===== src/hdl/rvv_pkg.sv =====
`default_nettype none

package rvv_pkg;

  // Fixed vector configuration: SEW 8, LMUL 1, vl 16
  localparam int vlen      = 128;
  localparam int sew       = 8;
  localparam int num_elem  = vlen / sew;
  localparam int xlen      = 32;
  localparam int num_vregs = 32;

  typedef logic [vlen-1:0] vreg_t;
  typedef logic [sew-1:0]  elem_t;
  typedef logic [xlen-1:0] xdata_t;
  typedef logic [31:0]     inst_t;
  typedef logic [4:0]      reg_idx_t;
  typedef logic [2:0]      rob_idx_t;

  typedef enum logic [2:0] {
    op_add_vv,
    op_sub_vv,
    op_and_vv,
    op_add_vx,
    op_redsum,
    op_mv_xs
  } alu_op_e;

  // Instruction word plus rs1 value from the scalar core
  typedef struct packed {
    inst_t  inst;
    xdata_t rs1_data;
  } rvv_cmd_t;

  typedef struct packed {
    alu_op_e  op;
    reg_idx_t vd;
    reg_idx_t vs1;
    reg_idx_t vs2;
    xdata_t   scalar;
  } uop_t;

  typedef struct packed {
    alu_op_e  op;
    rob_idx_t rob_idx;
    vreg_t    vs1_data;
    vreg_t    vs2_data;
    xdata_t   scalar;
  } alu_uop_t;

endpackage

`default_nettype wire


===== src/hdl/rvv_decode.sv =====
`timescale 1ns/1ps
`default_nettype none

module rvv_decode
  import rvv_pkg::*;
(
  input  logic     clk,
  input  logic     rst_n,
  input  rvv_cmd_t cmd,
  input  logic     cmd_empty,
  output logic     cmd_pop,
  input  logic     uq_full,
  output logic     uop_push,
  output uop_t     uop
);

  localparam logic [6:0] opcode_v = 7'b1010111;
  localparam logic [2:0] opivv    = 3'b000;
  localparam logic [2:0] opmvv    = 3'b010;
  localparam logic [2:0] opivx    = 3'b100;

  logic [5:0] funct6;
  logic [2:0] funct3;
  logic       vm;
  logic       supported;
  alu_op_e    op;
  logic       out_valid;
  logic       out_free;

  assign funct6 = cmd.inst[31:26];
  assign vm     = cmd.inst[25];
  assign funct3 = cmd.inst[14:12];

  // Masked forms are not supported, vm must be set
  always_comb begin
    supported = 1'b0;
    op        = op_add_vv;
    if (cmd.inst[6:0] == opcode_v && vm) begin
      case (funct3)
        opivv: begin
          supported = 1'b1;
          case (funct6)
            6'b000000: op = op_add_vv;
            6'b000010: op = op_sub_vv;
            6'b001001: op = op_and_vv;
            default:   supported = 1'b0;
          endcase
        end
        opivx: begin
          supported = (funct6 == 6'b000000);
          op        = op_add_vx;
        end
        opmvv: begin
          case (funct6)
            6'b000000: begin
              supported = 1'b1;
              op        = op_redsum;
            end
            // vmv.x.s has vs1 field fixed at zero
            6'b010000: begin
              supported = (cmd.inst[19:15] == 5'd0);
              op        = op_mv_xs;
            end
            default: ;
          endcase
        end
        default: ;
      endcase
    end
  end

  // Output register, holds while the uop queue is full
  assign uop_push = out_valid && !uq_full;
  assign out_free = !out_valid || uop_push;
  assign cmd_pop  = !cmd_empty && out_free;

  always_ff @(posedge clk) begin
    if (!rst_n) begin
      out_valid <= 1'b0;
    end else if (cmd_pop) begin
      out_valid <= supported;
    end else if (uop_push) begin
      out_valid <= 1'b0;
    end
  end

  always_ff @(posedge clk) begin
    if (cmd_pop && supported) begin
      uop.op     <= op;
      uop.vd     <= cmd.inst[11:7];
      uop.vs1    <= cmd.inst[19:15];
      uop.vs2    <= cmd.inst[24:20];
      uop.scalar <= cmd.rs1_data;
    end
  end

endmodule

`default_nettype wire


===== config.mk =====
export PLATFORM = sky130hd
export DESIGN_NAME = rvv_decode
export DESIGN_NICKNAME = d
export VERILOG_FILES = /design/src/hdl/rvv_pkg.sv /design/src/hdl/rvv_decode.sv
export SDC_FILE = /design/constraint.sdc
export NUM_CORES = 1
export LEC_CHECK = 0
export ABC_AREA = 0
export BUFFER_PORTS_ARGS = -buffer_cell sky130_fd_sc_hd__buf_2
export CAP_MARGIN = 30
export CORE_ASPECT_RATIO = 1.1
export CORE_MARGIN = 10
export CORE_UTILIZATION = 36
export CTS_CLUSTER_DIAMETER = 50
export DETAILED_ROUTE_END_ITERATION = 10
export MAX_ROUTING_LAYER = met4
export PLACE_DENSITY = 0.74
export SLEW_MARGIN = 30
export SYNTH_ARGS = -nofsm -noshare
export SYNTH_HDL_FRONTEND = slang
export SYNTH_SLANG_ARGS = --single-unit

===== constraint.sdc =====
create_clock -name clk -period 4.6 [get_ports clk]
set_clock_uncertainty 0.2 [all_clocks]
set_input_delay 0.69 -clock clk [delete_from_list [all_inputs] [get_ports clk]]
set_output_delay 0.69 -clock clk [all_outputs]
set_load 0.01 [all_outputs]

==> results of run 1 <==
## power by group through the flow
stage / Combinational, mW / Sequential (mW) / Clock [mW]
final: 0.0397 / 0.508 / 0.290
after global routing: 0.0445 / 0.508 / 0.318
after CTS: 0.0401 / 0.508 / 0.304
after detailed placement: 0.0401 / 0.519 / 0
after global placement: 0.0377 / 0.519 / 0
after floorplan: 0.00598 / 0.519 / 0
## sequential cells by signal, indices dropped and copies added (netlist names)
signal and count:
out_valid 1, uop 50
## cells in the final DEF, fill, tap and decap left out, drive strengths merged
cell type    n
dfxtp        1
clkbuf       5
nor4         1
nor2b        1
a21oi        3
o21ai        1
and2         2
nor3         5
buf        120
a31oi        1
nor3b        2
xor2         1
bufinv       1
clkinvlp     1
nand4        1
nand3        3
nor2         1
o211ai       1
nand2        3
inv          1
nor4b        1
and3b        1
o21a         1
nand4b       2
edfxtp      50
a221oi       1
## cell type report
cell class / count / area (µm²) / share of cell area
sequential: 51 / 1520 / 0.599
multi-input combinational: 32 / 234 / 0.0922
timing repair buffer: 120 / 603 / 0.238
clock inverter: 2 / 37.5 / 0.0148
clock buffer: 5 / 68.8 / 0.0271
inverter: 1 / 3.75 / 0.00148
tap: 56 / 70.1 / 0.0276
## through the flow
step / instance area [µm²] / power, mW / instances / worst slack [ns] / hold slack [ns]
after floorplan: 1750 / 0.525 / 84 / 0.170 / 0.268
after global placement: 2430 / 0.557 / 260 / 1.88 / 0.305
after detailed placement: 2430 / 0.559 / 260 / 1.84 / 0.296
after CTS: 2540 / 0.852 / 267 / 2.16 / 0.314
after global routing: 2540 / 0.871 / 267 / 2.02 / 0.346
final: 2540 / 0.838 / 267 / 2.16 / 0.316
## cells in the mapped netlist, drive strengths merged, types with 2 or more instances
cell | count | area, µm²
and2 | 2 | 12.5
nand3 | 3 | 15.0
nand4b | 2 | 17.5
edfxtp | 50 | 1500
nor3 | 5 | 25.0
nand2 | 3 | 11.3
a21oi | 3 | 15.0
nor3b | 2 | 15.0
## critical path, delay by kind of cell
family / cells / cell delay, ns
AND/OR/NAND/NOR: 3 / 0.70
AO/OA/AOI/OAI: 1 / 0.15
buffers and inverters: 2 / 0.59
## logic make-up after synthesis
family,count (synthesis)
DFF,51
xor gates and xnor gates,1
buffers and inverters,1
and+or+nand+nor,23
AOI/OAI and AO/OA,8
## per-layer routing
metal | wire, µm | part of all wire | track usage | vias up
met5 | 0 | 0 | - | -
met4 | 75 | 0.016 | 0.0446 | 0
met3 | 637 | 0.14 | 0.0651 | 8
met2 | 1920 | 0.41 | 0.162 | 97
met1 | 2030 | 0.43 | 0.131 | 552
li1 | - | - | - | 587
## path summary, 6_finish.rpt
kind	startpoint	end	slack [ns]	depth (start not counted)
worst min register to register	out_valid	out_valid	0.32	2
worst max-delay path	cmd[37]	uop[49]	2.16	6
worst min-delay path	out_valid	out_valid	0.32	2
worst max register to register	out_valid	uop[49]	2.68	4
==> impl_results.md, run 1 <==
* Status: finished, final reports clean
* CP Cell Sequence: buf_2 -> nand4b_1 -> nor3_1 -> nand3_1 -> a21oi_4 -> buf_4
* CTS resizes at 0
* Clock tree buffer depth at 2
* CTS buffer count at 5
* Power Dens Cells at roughly 330 nW/µm²
* Register share of total power at 0.607
* Worst-path clk slew at ~0.080 ns
* Critical path endpoint category: flip-flop
* Worst-Margin Slew at around 0.6 ns
* Root Driver: clkbuf_8
* DRT iter0 DRCs at between 40 and 50
* Synth Instances at 84
* GRT Util Overall at 0.114
* CP Data Arrival Time at 2.17 ns
* Utilization after layout at 0.542
* Slew margin rel. at 0.599
* Simple-gate share of the synthesized area at 0.0902
* TritonCTS Sinks at between 50 and 60
* First-pass GRT wire length at about 7 mm
* Total number of vias at 1244
* Synth-to-layout area growth at 45.2%
* Max cap viols at 0
* DRC viols at 0
* Hold WC Path Type: reg2reg
* Port Buf Inserts at between 100 and 150
* Fill cells at between 300 and 400
* Pre-antenna DRT Iters at 4
* Maximum vdd drop at 118 µV
* Final global-route overflow total at 0
* Vias per inst at between 4 and 5
* Synth Area in XOR/XNOR at 0.00501
* Post-synthesis mux area share at 0
* Synthesized area at between 1500 and 2000 µm²
* Die H at around 93 µm
* DR WL/cell at approximately 17 µm
* Setup crit start kind: input pin
* Post-CTS setup buffer count at 0
* NumNets Final at roughly 280
* Critical path class: in2reg
* Dpl hpwl at slightly below 4 mm
* Io pins at between 100 and 150
* CP Max Fanout at 50
* Final Cycle Share at 0.530
* Unique masters post-synth at 22
* # rows at 26
* Peak Freq at between 0.4 and 0.5 GHz
* Die W at slightly below 90 µm
* Worst-skew pair later-pin latency at approximately 0.29 ns
* Htree depth at 2
* Internal cell power at slightly below 0.7 mW
* Sw frac at 0.176
* Die area at 8050 µm²
* Post-synthesis sequential area ratio at 0.870
* Synth Area in Adders at 0
* Antenna diode count at 0
* Yosys warns at 0
* Post-synth EDFFs at 50
* Clk pwr share at 0.346
* CP required at 4.33 ns
* Final Critical Period at between 2 and 2.5 ns
* # setup viols final at 0
* Compound-Gate Fraction of Synth Area at 0.0322
* RSZ-0062 raised after global routing: false
* Switch Pwr at 0.148 mW
* Cts hold-fix bufs at 0
* RD Place Congestion at about 0.84
* Total wire length at approximately 4.7 mm
* Pins over their slew limit at 0
* Ys flop type: edfxtp_1
* Largest family of logic cells by synthesized area: simple AND/OR/NAND/NOR gates
* Vias in the first global route at about 1400
* Starting Density at 0.373
* Largest net degree at the start of global routing at 51
* CTS tree: yes
* Synthesis-stage register bit count at a little over 50
* Slowest cell on crit path: buf_4
* Static leakage power at just over 1 nW
* Core Region at about 4700 µm²
* Ys async rst share at 0
* Final Hold Fails at 0
* CP max stage delay at about 0.50 ns
* Share of layout cells above drive strength 1 at 0.621
* Initial antenna violation count at 0
* Syn_nets at about 150
* Setup TNS at 0 ns
* Logic pwr share at 0.047
* Post-DRT Antenna Nets at 0
* Syn avg cell area at between 20 and 25 µm²
(Power assumes the default switching activity.)
==> inputs of run 2 (changes only) <==
--- a/config.mk
+++ b/config.mk
@@ -10,11 +10,11 @@
 export CAP_MARGIN = 30
 export CORE_ASPECT_RATIO = 1.1
 export CORE_MARGIN = 10
-export CORE_UTILIZATION = 36
+export CORE_UTILIZATION = 40
 export CTS_CLUSTER_DIAMETER = 50
 export DETAILED_ROUTE_END_ITERATION = 10
 export MAX_ROUTING_LAYER = met4
-export PLACE_DENSITY = 0.74
+export PLACE_DENSITY = 0.78
 export SLEW_MARGIN = 30
 export SYNTH_ARGS = -nofsm -noshare
 export SYNTH_HDL_FRONTEND = slang
==> constraint.sdc (replaced) <==
create_clock -name clk -period 2.25 [get_ports clk]
set_clock_uncertainty 0.2 [all_clocks]
set_input_delay 0.3375 -clock clk [delete_from_list [all_inputs] [get_ports clk]]
set_output_delay 0.3375 -clock clk [all_outputs]
set_load 0.01 [all_outputs]
==> run 2 against run 1 <==
Against the previous run:
- clock power rose by 120%
- register-to-register slack got worse by 2.1 ns
- power rose by 120%
==> impl_results.md, run 2 (synthesized netlist as in run 1, its figures left out) <==
* Worst-path clk slew at 0.09 ns (was 0.08 ns)
* Synth-to-layout area growth at 69.2% (was 45.2%)
* Static leakage power at 1.19 nW (was 1.02 nW)
* Most frequent cells in the layout: 119 x buf_2, 50 x edfxtp_1, 38 x dlygate4sd3_1, 5 x nor3_1, 5 x clkbuf_8 (was 119 x buf_2, 50 x edfxtp_1, 5 x nor3_1, 5 x clkbuf_8)
* Worst-Margin Slew at 0.324 ns (was 0.601 ns)
* CP Max Fanout at 28 (was 50)
* Final global-route overflow total at 0 (unchanged)
* Largest register by flop count: uop (unchanged)
* TritonCTS Sinks at 51 (unchanged)
* Vias in the first global route at 1497 (was 1386)
* Max cap viols at 0 (unchanged)
* Setup TNS at 0 ns (unchanged)
* Final Cycle Share at 0.789
* Die W at 83.0 µm (was 86.4 µm)
* Pre-antenna DRT Iters at 4 (unchanged)
* Clock tree buffer depth at 2 (unchanged)
* CP Data Arrival Time at 1.58 ns (was 2.17 ns)
* Largest net degree at the start of global routing at 29 (was 51)
* GRT Util Overall at 0.136 (was 0.114)
* Root Driver: clkbuf_8 (unchanged)
* Core Region at 4250 µm² (was 4680 µm²)
* Fin cells at 305 (was 267)
* # setup viols final at 0 (unchanged)
* CTS resizes at 0 (unchanged)
* Critical path endpoint category: flip-flop (unchanged)
* Starting Density at 0.411 (was 0.373)
* Peak Freq at about 0.56 GHz
* Status: finished, final reports clean (unchanged)
* RSZ-0062 raised after global routing: false (unchanged)
* Share of layout cells above drive strength 1 at 0.530 (was 0.621)
* NumNets Final at 318 (was 279)
* Antenna diode count at 0 (unchanged)
* Htree depth at 2 (unchanged)
* Port Buf Inserts at 119 (unchanged)
* # rows at 25 (was 26)
* Total wire length at 5.29 mm (was 4.67 mm)
* Die H at 89.3 µm (was 93.1 µm)
* Critical path class: in2reg (unchanged)
* Utilization after layout at 0.695 (was 0.542)
* CTS buffer count at 5 (unchanged)
* Die area at 7420 µm² (was 8050 µm²)
* Final Critical Period at around 1.8 ns
* CTS tree: yes (unchanged)
* Most common cell after layout, fill and taps aside: buf_2 (unchanged)
* Place WS at 0.159 ns (was 1.84 ns)
* DRC viols at 0 (unchanged)
* Setup ws final at 0.476 ns (was 2.16 ns)
* Maximum vdd drop at 309 µV (was 118 µV)
* RD Place Congestion at 0.824 (was 0.841)
* Biggest regs: uop: 50 flops, out_valid: 1 flops (unchanged)
* Dpl hpwl at 3.87 mm (was 3.92 mm)
* Number of flip-flops in the largest register at 50 (unchanged)
* Power Dens Cells at 609 nW/µm² (was 330 nW/µm²)
* Power Total at 1.80 mW (was 0.838 mW)
* Slew margin rel. at 0.783 (was 0.599)
* Total number of vias at 1433 (was 1244)
* Pins over their slew limit at 0 (unchanged)
* Io pins at 120 (unchanged)
* Vias per inst at 4.70 (was 4.66)
* Final Hold Fails at 0 (unchanged)
* Post-DRT Antenna Nets at 0 (unchanged)
* Hold WC Path Type: in2reg (was reg2reg)
* DR WL/cell at 17.3 µm (was 17.5 µm)
* Worst-skew pair later-pin latency at 0.29 ns (about the same)
* DRT iter0 DRCs at 76 (was 48)
* Placed cells at 259 (was 260)
* Setup crit start kind: input pin (unchanged)
* Initial antenna violation count at 0 (unchanged)
* CP required at 2.05 ns (was 4.33 ns)
* First-pass GRT wire length at 7.57 mm (was 7.00 mm)
run 2: cell types whose count changed in the layout (fill, tap and decap cells not counted), sizes merged:
cell         previous run  this run
buf                   120       121
inv                     1         2
dlygate4sd3             0        38
run 2: routing by layer:
metal	routed length (µm)	global-route usage
met1	2290	0.158
met5	0	-
met2	2490	0.204
met3	448	0.0620
met4	64	0.0511
run 2: where the power goes:
group | internal [mW] | switching [mW] | total (mW)
clock network | 0.335 | 0.293 | 0.627
registers | 1.04 | 0.00000316 | 1.04
logic | 0.0909 | 0.0445 | 0.135
total | 1.46 | 0.337 | 1.80
run 2: cell type report:
cell class / count / area (µm²)
sequential: 51 / 1520
fill: 293 / 1300
timing repair buffer: 159 / 1020
multi-input combinational: 32 / 234
clock buffer: 5 / 68.8
tap: 54 / 67.6
clock inverter: 3 / 46.3
inverter: 1 / 3.75
run 2: worst paths after layout:
check	start	to	slack, ns	cells after the start
setup / recovery	cmd[63]	uop[26]	0.48	6
hold reg to reg	out_valid	out_valid	0.34	2
setup reg to reg	out_valid	uop[26]	0.54	4
hold / removal	cmd[11]	uop[11]	0.01	1
run 2: repair_timing:
| item | CTS | global route |
|---|---|---|
| hold buffers | 20 | 18 |
| setup buffers | 0 | 0 |
| hold endpoints to repair | 20 | 18 |
run 2: metrics by stage:
stage | area [µm²] | hold WS [ns]
2_1_floorplan | 1760 | 0.236
5_1_grt | 2960 | -0.00373
4_1_cts | 2780 | 0.00000502
3_3_place_gp | 2460 | 0.314
6_report | 2960 | 0.0110
3_5_place_dp | 2460 | 0.316
run 2: critical path, cell delays in order:
cell and delay, ns:
buf_2 0.12, nor4_4 0.34, nand3_1 0.12, o21a_1 0.23, a21oi_4 0.20, buf_12 0.22
==> inputs of run 3 (changes only) <==
--- a/config.mk
+++ b/config.mk
@@ -10,11 +10,11 @@
 export CAP_MARGIN = 30
 export CORE_ASPECT_RATIO = 1.1
 export CORE_MARGIN = 10
-export CORE_UTILIZATION = 40
+export CORE_UTILIZATION = 36
 export CTS_CLUSTER_DIAMETER = 50
 export DETAILED_ROUTE_END_ITERATION = 10
 export MAX_ROUTING_LAYER = met4
-export PLACE_DENSITY = 0.78
+export PLACE_DENSITY = 0.74
 export SLEW_MARGIN = 30
 export SYNTH_ARGS = -nofsm -noshare
 export SYNTH_HDL_FRONTEND = slang
==> constraint.sdc (replaced) <==
create_clock -name clk -period 1.5 [get_ports clk]
set_clock_uncertainty 0.2 [all_clocks]
set_input_delay 0.225 -clock clk [delete_from_list [all_inputs] [get_ports clk]]
set_output_delay 0.225 -clock clk [all_outputs]
set_load 0.01 [all_outputs]
==> run 3 against run 2 <==
Against the previous run:
- the run now ends with setup timing left
- critical path type unchanged
- sequential cell count unchanged
- sequential power increased by 50%
- die area grew 8.5%
- routed wire length rose by 9.9%
- largest cell class unchanged
- cell count is 11% higher
- combinational power increased by 87%
- clock power increased by 21%
- first-iteration DRC count shrank 20%
==> impl_results.md, run 3 (synthesized netlist as in run 1, its figures left out) <==
* Status: complete, but fails checks (was finished, final reports clean)
* Failing checks: setup timing
* Die W at 86.4 µm (was 83.0 µm)
* Final Hold Fails at 0 (unchanged)
* Vias per inst at 4.54 (was 4.70)
* Pins over their slew limit at 0 (unchanged)
* Most common cell after layout, fill and taps aside: buf_2 (unchanged)
* Final Cycle Share at 1.11
* RD Place Congestion at 0.751 (was 0.824)
* Io pins at 120 (unchanged)
* Final global-route overflow total at 0 (unchanged)
* Die area at 8050 µm² (was 7420 µm²)
* Min-delay src: uq_full (was cmd[11])
* Synth-to-layout area growth at 88.0% (was 69.2%)
* Total number of vias at 1538 (was 1433)
* Sequential Area at 1520 µm² (unchanged)
* Root Driver: clkbuf_8 (unchanged)
* DRC viols at 0 (unchanged)
* Dpl hpwl at 3.95 mm (was 3.87 mm)
* Vias in the first global route at 1714 (was 1497)
* Setup slack, reg-to-reg at -0.11 ns (was 0.54 ns)
* Die H at 93.1 µm (was 89.3 µm)
* Hold Path Depth at 4 (was 1)
* Core Region at 4680 µm² (was 4250 µm²)
* Share of layout cells above drive strength 1 at 0.555 (was 0.530)
* CTS tree: yes (unchanged)
* Biggest regs: uop: 50 flops, out_valid: 1 flops (unchanged)
* Largest net degree at the start of global routing at 28 (was 29)
* NumNets Final at 350 (was 318)
* Critical path endpoint category: flip-flop (unchanged)
* Reg-to-reg critical path startpoint: out_valid (unchanged)
* Total wire length at 5.81 mm (was 5.29 mm)
* Number of flip-flops in the largest register at 50 (unchanged)
* # rows at 26 (was 25)
* Utilization after layout at 0.702 (was 0.695)
* Final design instance area without fill at 3290 µm² (was 2960 µm²)
* Reg-to-reg critical path endpoint: uop[31] (was uop[26])
* TritonCTS Sinks at 51 (unchanged)
* Setup ws final at -0.169 ns (was 0.476 ns)
* DRT iter0 DRCs at 61 (was 76)
* Setup crit start kind: input pin (unchanged)
* First-pass GRT wire length at 8.67 mm (was 7.57 mm)
* Post-DP Area at 2560 µm² (was 2460 µm²)
* Clock tree buffer depth at 2 (unchanged)
* Worst Reg-to-Reg Cells at 5 (was 4)
* # setup viols final at 50 (was 0)
* Power Dens Cells at 782 nW/µm² (was 609 nW/µm²)
* Peak Freq at about 0.6 GHz
* Maximum vdd drop at 344 µV (was 309 µV)
* CP Data Arrival Time at 1.48 ns (was 1.58 ns)
* Pre-antenna DRT Iters at 4 (unchanged)
* CP required at 1.31 ns (was 2.05 ns)
* Port Buf Inserts at 119 (unchanged)
* CP Max Fanout at 14 (was 28)
* Worst hold endpoint: out_valid (was uop[11])
* Slew margin rel. at 0.815 (was 0.783)
* Largest register by flop count: uop (unchanged)
* Static leakage power at 1.36 nW (was 1.19 nW)
* Antenna diode count at 0 (unchanged)
* Worst-path clk slew at 0.09 ns (about the same)
* Critical path class: in2reg (unchanged)
* Initial antenna violation count at 0 (unchanged)
* Fill cells at 300 (was 293)
* Post-DRT Antenna Nets at 0 (unchanged)
* Worst-skew pair later-pin latency at 0.29 ns (about the same)
* DR WL/cell at 17.1 µm (was 17.3 µm)
* Most frequent cells in the layout: 117 x buf_2, 50 x edfxtp_1, 48 x dlygate4sd3_1, 17 x buf_4, 5 x clkbuf_8 (was 119 x buf_2, 50 x edfxtp_1, 38 x dlygate4sd3_1, 5 x nor3_1, 5 x clkbuf_8)
* Htree depth at 2 (unchanged)
* Final Critical Period at roughly 1.7 ns
* Worst-Margin Slew at 0.275 ns (was 0.324 ns)
* Max cap viols at 0 (unchanged)
* Min Hold Slack at 0.141 ns (was 0.0110 ns)
* Hold WC Path Type: in2reg (unchanged)
* Starting Density at 0.373 (was 0.411)
* Area occupied by multi-input gates at 244 µm² (was 234 µm²)
* RSZ-0062 raised after global routing: true (was false)
* CTS buffer count at 5 (unchanged)
* GRT Util Overall at 0.139 (was 0.136)
[run 3: worst max-delay path: stages]
cell     delay (ns)
buf_8          0.10
nor4_4         0.32
nand3_1        0.11
o21a_1         0.24
a21oi_4        0.17
buf_12         0.16
buf_12         0.15
[run 3: worst max path at each step]
stage | from | endpoint | slack (ns)
final | cmd[44] | uop[31] | -0.17
after global routing | cmd[44] | uop[31] | -0.21
after CTS | cmd[44] | uop[18] | -0.11
after global placement | cmd[63] | uop[0] | -0.45
after floorplan | cmd[63] | uop[0] | -0.85
after detailed placement | cmd[63] | uop[25] | -0.47
[run 3: through the flow]
stage                     instances  power (mW)  TNS (ns)  worst slack [ns]
after floorplan                  84        1.61    -42.58            -0.852
after global placement          274        1.73    -22.14            -0.450
after detailed placement        274        1.73    -23.44            -0.474
after CTS                       331        2.60     -4.61            -0.105
after global routing            339        2.69     -9.46            -0.205
final                           339        2.57     -7.65            -0.169
[run 3: cell type report]
class | count | share of cell area
Timing Repair Buffer | 191 | 0.414
Clock inverter | 3 | 0.00571
Tap cell | 56 | 0.0213
Sequential cell | 51 | 0.463
Inverter | 1 | 0.00114
Clock buffer | 5 | 0.0209
Multi-Input combinational cell | 32 | 0.0742
[run 3: repair_timing]
action                                  CTS  global route
gates resized for setup                   2             5
cloned                                    0             4
hold buffers                             48             0
endpoints found under the hold margin    48             0
buffers inserted                          1             4
endpoints found under the setup margin   50            50
pin swaps                                 0             4
[run 3: per-layer routing]
layer  global-route usage  part of all wire  vias to the layer above
li1                     -                 -                      737
met1                0.154              0.42                      692
met2                0.227              0.46                      100
met3               0.0582              0.10                        9
met4               0.0324             0.011                        0
met5                    -                 0                        -
[run 3: power breakdown]
part	internal [mW]	switching (mW)
Sequential	1.56	0.00000518
Clock	0.329	0.432
Combinational	0.176	0.0761
